==> src/source/pipeline_defines.svh <==
`ifndef PIPELINE_DEFINES_SVH
`define PIPELINE_DEFINES_SVH

// Machine word and register file geometry
`define DATA_WIDTH 32
`define REG_ADDR_WIDTH 5
`define REG_COUNT 32

// RV32I major opcodes
`define OPCODE_OP 7'b0110011
`define OPCODE_OPIMM 7'b0010011
`define OPCODE_LUI 7'b0110111
`define OPCODE_AUIPC 7'b0010111
`define OPCODE_JAL 7'b1101111
`define OPCODE_JALR 7'b1100111
`define OPCODE_LOAD 7'b0000011
`define OPCODE_STORE 7'b0100011

// Memory access sizes as carried in funct3[1:0]
`define MEM_SIZE_BYTE 2'b00
`define MEM_SIZE_HALF 2'b01
`define MEM_SIZE_WORD 2'b10

`endif

==> src/source/pipelinePkg.sv <==
`include "pipeline_defines.svh"

package pipelinePkg;

	typedef enum logic [3:0] {
		aluAdd,
		aluSub,
		aluSll,
		aluSlt,
		aluSltu,
		aluXor,
		aluSrl,
		aluSra,
		aluOr,
		aluAnd,
		aluPassB
	} aluOpType;

	typedef enum logic [1:0] {
		srcAReg,
		srcAPc,
		srcAZero
	} srcASel;

	typedef enum logic {
		srcBReg,
		srcBImm
	} srcBSel;

	// Decoded instruction, captured by the ID/EX register
	typedef struct packed {
		logic [`DATA_WIDTH-1:0] pc;
		logic [`DATA_WIDTH-1:0] imm;
		logic [`DATA_WIDTH-1:0] rd1;
		logic [`DATA_WIDTH-1:0] rd2;
		logic [`REG_ADDR_WIDTH-1:0] writeAddr;
		aluOpType aluOp;
		srcASel srcA;
		srcBSel srcB;
		logic isJump;
		logic isJumpReg;
		logic isLoad;
		logic memWen;
		logic memRead;
		logic [1:0] memSize;
		logic memUnsigned;
		logic rfWe;
	} idExBundle;

	// Execute result, captured by the EX/WB register
	typedef struct packed {
		logic [`DATA_WIDTH-1:0] pc;
		logic [`DATA_WIDTH-1:0] result;
		logic [`REG_ADDR_WIDTH-1:0] writeAddr;
		logic rfWe;
		logic isJump;
		logic [`DATA_WIDTH-1:0] jumpTarget;
		logic isLoad;
		logic memRead;
		logic memWen;
		logic [3:0] byteEnable;
		logic [`DATA_WIDTH-1:0] storeData;
	} exOutBundle;

endpackage

==> src/source/aluExecute.sv <==
`timescale 1ns/100ps
`include "pipeline_defines.svh"

module aluExecute (
	input pipelinePkg::idExBundle exBundle,
	output pipelinePkg::exOutBundle exOut
);
	import pipelinePkg::*;

	logic [`DATA_WIDTH-1:0] opA;
	logic [`DATA_WIDTH-1:0] opB;
	logic [4:0] shamt;
	logic [`DATA_WIDTH-1:0] aluOut;
	logic [`DATA_WIDTH-1:0] linkAddr;
	logic [3:0] laneMask;
	logic [`DATA_WIDTH-1:0] laneData;

	// Operand selection
	always_comb begin
		case (exBundle.srcA)
			srcAPc: opA = exBundle.pc;
			srcAZero: opA = '0;
			default: opA = exBundle.rd1;
		endcase
	end

	assign opB = (exBundle.srcB == srcBImm) ? exBundle.imm : exBundle.rd2;
	assign shamt = opB[4:0];

	always_comb begin
		case (exBundle.aluOp)
			aluAdd: aluOut = opA + opB;
			aluSub: aluOut = opA - opB;
			aluSll: aluOut = opA << shamt;
			aluSlt: aluOut = `DATA_WIDTH'($signed(opA) < $signed(opB));
			aluSltu: aluOut = `DATA_WIDTH'(opA < opB);
			aluXor: aluOut = opA ^ opB;
			aluSrl: aluOut = opA >> shamt;
			aluSra: aluOut = `DATA_WIDTH'($signed(opA) >>> shamt);
			aluOr: aluOut = opA | opB;
			aluAnd: aluOut = opA & opB;
			default: aluOut = opB;
		endcase
	end

	assign linkAddr = exBundle.pc + `DATA_WIDTH'(4);

	// Byte lanes by access size and low address bits
	always_comb begin
		case (exBundle.memSize)
			`MEM_SIZE_BYTE: begin
				laneMask = 4'b0001 << aluOut[1:0];
				laneData = {4{exBundle.rd2[7:0]}};
			end
			`MEM_SIZE_HALF: begin
				laneMask = 4'b0011 << {aluOut[1], 1'b0};
				laneData = {2{exBundle.rd2[15:0]}};
			end
			default: begin
				laneMask = 4'b1111;
				laneData = exBundle.rd2;
			end
		endcase
	end

	always_comb begin
		exOut.pc = exBundle.pc;
		exOut.result = exBundle.isJump ? linkAddr : aluOut;
		exOut.writeAddr = exBundle.writeAddr;
		exOut.rfWe = exBundle.rfWe;
		exOut.isJump = exBundle.isJump;
		// JALR target drops bit 0
		if (exBundle.isJumpReg) begin
			exOut.jumpTarget = {aluOut[`DATA_WIDTH-1:1], 1'b0};
		end else begin
			exOut.jumpTarget = aluOut;
		end
		exOut.isLoad = exBundle.isLoad;
		exOut.memRead = exBundle.memRead;
		exOut.memWen = exBundle.memWen;
		if (exBundle.memRead || exBundle.memWen) begin
			exOut.byteEnable = laneMask;
		end else begin
			exOut.byteEnable = 4'b0000;
		end
		exOut.storeData = laneData;
	end

endmodule

==> src/source/idExCore.sv <==
`timescale 1ns/100ps
`include "pipeline_defines.svh"

module idExCore (
	input logic CLK,
	input logic RSTn,
	input logic instValid,
	input logic [`DATA_WIDTH-1:0] inst,
	input logic [`DATA_WIDTH-1:0] pc,
	output logic outValid,
	output pipelinePkg::exOutBundle outBundle
);
	import pipelinePkg::*;

	logic decValid;
	idExBundle decBundle;
	logic exValid;
	idExBundle exBundle;
	exOutBundle exResult;

	// Decode with register file, written back from the EX/WB register
	instDecode decode (
		.CLK(CLK),
		.RSTn(RSTn),
		.instValid(instValid),
		.inst(inst),
		.pc(pc),
		.wbValid(outValid),
		.wbBundle(outBundle),
		.decValid(decValid),
		.decBundle(decBundle)
	);

	pipeReg #(
		.payloadType(idExBundle)
	) idExReg (
		.CLK(CLK),
		.RSTn(RSTn),
		.inValid(decValid),
		.inData(decBundle),
		.outValid(exValid),
		.outData(exBundle)
	);

	aluExecute execute (
		.exBundle(exBundle),
		.exOut(exResult)
	);

	pipeReg #(
		.payloadType(exOutBundle)
	) exWbReg (
		.CLK(CLK),
		.RSTn(RSTn),
		.inValid(exValid),
		.inData(exResult),
		.outValid(outValid),
		.outData(outBundle)
	);

endmodule

==> src/source/instDecode.sv <==
`timescale 1ns/100ps
`include "pipeline_defines.svh"

module instDecode (
	input logic CLK,
	input logic RSTn,
	input logic instValid,
	input logic [`DATA_WIDTH-1:0] inst,
	input logic [`DATA_WIDTH-1:0] pc,
	input logic wbValid,
	input pipelinePkg::exOutBundle wbBundle,
	output logic decValid,
	output pipelinePkg::idExBundle decBundle
);
	import pipelinePkg::*;

	logic [`DATA_WIDTH-1:0] regFile [`REG_COUNT];

	logic [6:0] opcode;
	logic [`REG_ADDR_WIDTH-1:0] rd;
	logic [`REG_ADDR_WIDTH-1:0] rs1;
	logic [`REG_ADDR_WIDTH-1:0] rs2;
	logic [2:0] funct3;
	logic [6:0] funct7;

	logic [`DATA_WIDTH-1:0] immI;
	logic [`DATA_WIDTH-1:0] immS;
	logic [`DATA_WIDTH-1:0] immU;
	logic [`DATA_WIDTH-1:0] immJ;

	aluOpType functOp;

	assign opcode = inst[6:0];
	assign rd = inst[11:7];
	assign funct3 = inst[14:12];
	assign rs1 = inst[19:15];
	assign rs2 = inst[24:20];
	assign funct7 = inst[31:25];

	assign immI = {{20{inst[31]}}, inst[31:20]};
	assign immS = {{20{inst[31]}}, inst[31:25], inst[11:7]};
	assign immU = {inst[31:12], 12'b0};
	assign immJ = {{12{inst[31]}}, inst[19:12], inst[20], inst[30:21], 1'b0};

	// ALU operation from funct3, funct7[5] picks sub and sra
	always_comb begin
		case (funct3)
			3'b000: functOp = (opcode == `OPCODE_OP && funct7[5]) ? aluSub : aluAdd;
			3'b001: functOp = aluSll;
			3'b010: functOp = aluSlt;
			3'b011: functOp = aluSltu;
			3'b100: functOp = aluXor;
			3'b101: functOp = funct7[5] ? aluSra : aluSrl;
			3'b110: functOp = aluOr;
			default: functOp = aluAnd;
		endcase
	end

	always_comb begin
		decBundle = '0;
		decBundle.pc = pc;
		decBundle.rd1 = regFile[rs1];
		decBundle.rd2 = regFile[rs2];
		decBundle.writeAddr = rd;
		decBundle.aluOp = aluAdd;
		decBundle.srcA = srcAReg;
		decBundle.srcB = srcBReg;
		case (opcode)
			`OPCODE_OP: begin
				decBundle.aluOp = functOp;
				decBundle.rfWe = 1'b1;
			end
			`OPCODE_OPIMM: begin
				decBundle.aluOp = functOp;
				decBundle.srcB = srcBImm;
				decBundle.imm = immI;
				decBundle.rfWe = 1'b1;
			end
			`OPCODE_LUI: begin
				decBundle.aluOp = aluPassB;
				decBundle.srcA = srcAZero;
				decBundle.srcB = srcBImm;
				decBundle.imm = immU;
				decBundle.rfWe = 1'b1;
			end
			`OPCODE_AUIPC: begin
				decBundle.srcA = srcAPc;
				decBundle.srcB = srcBImm;
				decBundle.imm = immU;
				decBundle.rfWe = 1'b1;
			end
			`OPCODE_JAL: begin
				decBundle.srcA = srcAPc;
				decBundle.srcB = srcBImm;
				decBundle.imm = immJ;
				decBundle.isJump = 1'b1;
				decBundle.rfWe = 1'b1;
			end
			`OPCODE_JALR: begin
				decBundle.srcB = srcBImm;
				decBundle.imm = immI;
				decBundle.isJump = 1'b1;
				decBundle.isJumpReg = 1'b1;
				decBundle.rfWe = 1'b1;
			end
			`OPCODE_LOAD: begin
				decBundle.srcB = srcBImm;
				decBundle.imm = immI;
				decBundle.isLoad = 1'b1;
				decBundle.memRead = 1'b1;
				decBundle.memSize = funct3[1:0];
				decBundle.memUnsigned = funct3[2];
				decBundle.rfWe = 1'b1;
			end
			`OPCODE_STORE: begin
				decBundle.srcB = srcBImm;
				decBundle.imm = immS;
				decBundle.memWen = 1'b1;
				decBundle.memSize = funct3[1:0];
			end
			default: begin
				// Unknown opcode passes through with no side effects
				decBundle.rfWe = 1'b0;
			end
		endcase
		// x0 is never a write target
		if (rd == '0) begin
			decBundle.rfWe = 1'b0;
		end
	end

	assign decValid = instValid;

	always_ff @(posedge CLK) begin
		if (RSTn) begin
			for (int i = 0; i < `REG_COUNT; i++) begin
				regFile[i] <= '0;
			end
		end else if (wbValid && wbBundle.rfWe) begin
			regFile[wbBundle.writeAddr] <= wbBundle.result;
		end
	end

endmodule

==> src/source/pipeReg.sv <==
`timescale 1ns/100ps

module pipeReg #(
	parameter type payloadType = logic
) (
	input logic CLK,
	input logic RSTn,
	input logic inValid,
	input payloadType inData,
	output logic outValid,
	output payloadType outData
);

	// Only the valid bit is cleared, the payload follows its input
	always_ff @(posedge CLK) begin
		if (RSTn) begin
			outValid <= 1'b0;
		end else begin
			outValid <= inValid;
		end
	end

	always_ff @(posedge CLK) begin
		outData <= inData;
	end

endmodule

==> config.mk <==
export PLATFORM = sky130hd
export DESIGN_NAME = idExCore
export DESIGN_NICKNAME = d
export VERILOG_FILES = /design/src/source/pipelinePkg.sv /design/src/source/aluExecute.sv /design/src/source/idExCore.sv /design/src/source/instDecode.sv /design/src/source/pipeReg.sv
export VERILOG_INCLUDE_DIRS = /design/src /design/src/source
export SDC_FILE = /design/constraint.sdc
export NUM_CORES = 2
export LEC_CHECK = 0
export BUFFER_PORTS_ARGS = -buffer_cell sky130_fd_sc_hd__buf_4
export CAP_MARGIN = 20
export CORE_MARGIN = 4
export CORE_UTILIZATION = 30
export CTS_CLUSTER_DIAMETER = 150
export CTS_CLUSTER_SIZE = 28
export DETAILED_ROUTE_END_ITERATION = 10
export GPL_TIMING_DRIVEN = 0
export SYNTH_ARGS = -nofsm -noshare
export SYNTH_HDL_FRONTEND = slang
export SYNTH_SLANG_ARGS = --single-unit
==> constraint.sdc <==
create_clock -name CLK -period 5.95 [get_ports CLK]
set_clock_uncertainty 0.1 [all_clocks]
set_input_delay 0.8925 -clock CLK [delete_from_list [all_inputs] [get_ports CLK]]
set_output_delay 0.8925 -clock CLK [all_outputs]
set_load 0.01 [all_outputs]
======== Word level (Yosys, flattened, before mapping) ========
Memories as Yosys holds them, arrays and structs flattened. A register that Yosys moved wholly into a read port is not among the register bits.
Cells that the tools add are included.
operators by class
  add/sub/neg operators ................... 3
  shift operators ......................... 5
  muxes and demuxes ....................... 26
  reductions and logical operators ........ 16
  equality and inequality tests ........... 26
  bitwise logic cells ..................... 3
  magnitude comparators ................... 2
operators with widths
  kind                                                  number
  case mux 32 bit (10 select lines)                     1
  case mux 32 bit (2 select lines)                      2
  case mux 32 bit (4 select lines)                      1
  two-way mux 32 bit                                    3
  < comparator 32 bit                                   2
  adder 32 x 3 -> 32 bit (second input constant)        1
  adder 32 bit                                          1
  AND 32 bit                                            1
  bitwise OR 32 bit                                     1
  OR reduction 32 bit                                   1
  << shifter 32 x 5 -> 32 bit                           1
  right shift 32 x 5 -> 32 bit                          1
  >>> shifter 32 x 5 -> 32 bit                          1
  subtractor 32 bit                                     1
  XOR 32 bit                                            1
  case mux 4 bit (7 select lines)                       1
  equality test 7 x 6 -> 1 bit (second input constant)  3
  equality test 4 x 3 -> 1 bit (second input constant)  4
  case mux 4 bit (2 select lines)                       2
  equality test 7 x 5 -> 1 bit (second input constant)  2
  equality test 7 bit (second input constant)           2
  two-way mux 1 bit                                     14
  OR reduction 7 bit                                    2
  OR reduction 2 bit                                    5
  other kinds (20)                                      27
word-level totals
  memories ................................ 1
  bits in writable memories ............... 1024
  bits in registers ....................... 226
  input port bits ......................... 67
  word-level logic and storage cells ...... 107
  output and inout port bits .............. 143
memory list
  memory          words  bits a word  rd ports  clocked after Yosys merged registers in  write ports  line              RTL
  decode.regFile  32     32           2         2                                        32           instDecode.sv:17  logic [`DATA_WIDTH-1:0] regFile [`REG_COUNT];

======== Depth between registers and ports, before layout ========
  depth in word-level cells ............... 6
  mapped depth ............................ 19
  depth with buffers taken out ............ 17

======== Cells and area by module ========
Synthesis repeated with hierarchy kept, for this count alone.
unflattened totals
  cells, all modules ...................... 6959
  area, all modules ....................... 75421.1 µm²
modules (own cells, without submodules)
  module              seq. area each (µm²)  cells each  times used  area an instance (µm²)
  instDecode          30749.5               4766        1           56830.8
  aluExecute          0.0                   1898        1           12697.2
  pipeReg at idExReg  3002.9                151         1           3016.6
  pipeReg at exWbReg  2862.7                144         1           2876.5

======== Worst setup path before layout ========
No wires, ideal clock.
  path kind ............................... register -> register
  start point ............................. reg idExReg.outData[9] (netlist bit)
  end point ............................... reg exWbReg.outData[78] (netlist bit)
  cell stages (with the launch flop) ...... 18
  required time ........................... 5718 ps
  path buffers ............................ 5
  period minus slack after synthesis ...... 4630 ps
  library setup time ...................... 132 ps
  setup slack ............................. 1320 ps
  data arrival time ....................... 4398 ps
  path through ............................ dfxtp_1 buf_6 mux2_2 inv_1 clkbuf_1 buf_1 buf_1 clkbuf_1 ha_1 nor2_1 a211oi_1 o21a_1 nand3_1 a2111o_1 a211oi_1 a21oi_1 o32ai_2 o21ai_0
RTL lines
  what                    line           RTL
  start, declared         pipeReg.sv:11  output payloadType outData
  start signal, assigned  pipeReg.sv:24  outData <= inData;
  end signal, assigned    pipeReg.sv:24
  end, declared           pipeReg.sv:11

==> impl_metrics.toml <==
[yosys]
ys_ff_latch = 1314
synth_compound_area_share_pct = 6.53
yosysUniqueCellTypes = 87
ys.flop_type = "edfxtp_1"
yosys.area_share.adder_pct = 1.76
yosys.area_share.xor_xnor_pct = 0.423
syn_inst = 5345
ys_warn_count = 0
synth_top_area_cell = "edfxtp_1"
synthSimpleGateAreaFrac_pct = 13.4
syn_area_um2 = 72500
synth-edff-count = 1024
synth_area_leaders = "edfxtp_1 (42%), mux4_2 (21%), and2_1 (9.1%)"
synthMuxAreaShare_pct = 24.2
avgSynthCellArea_um2 = 13.6
synthArstFlopShare_pct = 0
synth_nets = 5513
yosysSeqAreaShare_pct = 50.4
synth.top_cell.area_share_pct = 42.4
synth_top_family_by_area = "multiplexers"

[clocking]
cts_buffer_depth = 3
clk_pin_slew_ns = 0.12
clk_latency_ns = 0.79
cts_max_level = 2
cts_buffers = 54
clock-root-buffer = "clkbuf_16"
numClockSinks = 1314
cts_tree = "done"

[global_routing]
grt_pass1_wl_mm = 449
grt_usage_pct = 26.2
overflow = 0
antenna_found_initial = 52
grt_pass1_vias = 51500
grt_max_degree = 33

[routing]
drc = 0
drt_iter0_drc = 8057
vias = 52700
final_antenna_net_count = 0
avgRoutedWirePerCell_um = 37.4
routed_via_density = 5.87
drt-total-wl_mm = 336
drt_pass1_iterations = 6

[pwr]
power_per_cell_area_nw_per_um2 = 287
power_mw = 23.5
vdd_drop_max_uv = 262
p_leak_nw = 29.0

[timing]
fin_crit_sh_pct = 102
rsz0062_at_grt = "false"
max_freq_mhz = 164
hold_violations = 0
final_max_slew_viol_count = 0
worst_pin_slew_ns = 1.32
fin_tns_setup_ns = -0.269
worst_slack_ns = -0.141
setup_viol = 4
layout_min_cycle_time_ns = 6.09
relSlewSlack_pct = 11.9

[job]
drv_cap = 0

[place]
portBuffers = 197
gp_congestion = 1.04
dp_hpwl_mm = 262
pre_cts_slack_ns = -2.21

[die]
num_io_pins = 210
core_area_um2 = 241000
die_area_um2 = 250000
num_rows = 180
die_h_um = 500
die_w_um = 500
initial_core_util_pct = 30.1

[status]
violations = "negative setup slack"
status = "finished, violations left"

[worst_setup_path]
critical_path_arrival_ns = 6.59
critPathSlowestCell = "o31ai_1"
path_buf_inv = 4
crit_fanout = 10
crit_family = "compound AO/OA/AOI/OAI gates"
cp-end-kind = "register"
worstPathCellList = "buf_6 > mux2_2 > clkinvlp_4 > buf_1 > clkbuf_1 > o21ai_0 > o211ai_1 > a21oi_1 > o31ai_1 > a32oi_1 > o21a_1"
cp_data_required_time_ns = 6.45
crit_path_start_kind = "register"
cp_slowest_stage_delay_ns = 0.83
critPathKind = "reg -> reg"

[min_path]
min_path_type = "in -> reg"

[finish]
final_layout_size_suffix_gt1_share_pct = 23.4
syn_to_final_growth_pct = 12.8
final_core_util_pct = 34.0
layout_commonest_cell = "and2_1"
layout_common_cells = "and2_1 (1060), edfxtp_1 (1024), mux4_2 (683)"
fin_nets = 5889
fillers = 23600
[area by class of cell]
class / count / area (um2) / area share [%]
Antenna cell: 34 / 85.1 / 0.104
Buffer: 499 / 2010 / 2.45
Clock buffer: 92 / 1490 / 1.83
Clock inverter: 7 / 118 / 0.144
Inverter: 114 / 435 / 0.532
Multi-Input combinational cell: 3415 / 33800 / 41.3
Sequential cell: 1314 / 36600 / 44.7
Tap cell: 3185 / 3990 / 4.87
Timing Repair Buffer: 323 / 3330 / 4.07
[path summary, 6_finish.rpt]
check	startpoint	to	slack (ns)	cells after the start
worst max register to register	idExReg.outData[9]	exWbReg.outData[89]	-0.14	11
worst min-delay path	pc[18]	idExReg.outData[135]	0.19	1
worst max-delay path	idExReg.outData[9]	exWbReg.outData[89]	-0.14	11
worst min register to register	idExReg.outData[0]	exWbReg.outData[72]	0.24	0
[per-layer routing]
metal	GRT usage, %	part of all wire (%)	vias to the layer above
li1	-	-	21100
met5	0	0.0089	-
met4	16.2	7.8	6
met1	32.6	37	27200
met3	6.93	11	788
met2	40.7	45	3570
[stage by stage]
step                hold WS (ns)  instances  instance area, um2
finish                     0.193       8983               81800
global placement           0.216       8727               78000
floorplan                  0.210       5345               72500
detailed placement         0.213       8815               79300
global route               0.168       8953               81700
CTS                        0.156       8920               81200
[cells in the mapped netlist (51+ instances only)]
| master | n |
|---|---|
| o211ai_1 | 51 |
| mux4_2 | 683 |
| clkbuf_1 | 403 |
| and2_1 | 1060 |
| mux2i_1 | 72 |
| dfxtp_1 | 290 |
| a21oi_1 | 142 |
| inv_1 | 110 |
| buf_1 | 71 |
| nand2_1 | 178 |
| edfxtp_1 | 1024 |
| o21ai_0 | 139 |
| mux2_2 | 121 |
| ha_1 | 99 |
| nand3_1 | 59 |
| nor2_1 | 198 |
[timing repair]
item / CTS / global route
resized for setup: 69 / 24
setup endpoints to repair: 64 / 30
pin swaps: 2 / 1
hold buffers: 0 / 0
setup buffers: 7 / 1
[power breakdown]
part / total, mW / switching [mW] / internal (mW)
registers: 11.4 / 0.938 / 10.4
clock network: 4.81 / 3.05 / 1.77
logic: 7.32 / 4.94 / 2.38
[flip-flops by register name, indices dropped and copies added (netlist names)]
name / flops
idExReg.outValid: 1
decode.regFile: 1024
exWbReg.outValid: 1
exWbReg.outData: 141
idExReg.outData: 147
[logic make-up (layout without fill, tap and decap cells)]
group	count (synthesis)	in the layout
compound gates	691	691
xor+xnor	35	35
fa+ha+maj	101	101
buf+inv	616	1035
flops	1314	1314
mux	879	879
other cells	0	34
simple gates	1709	1709
(Power assumes the default switching activity.)
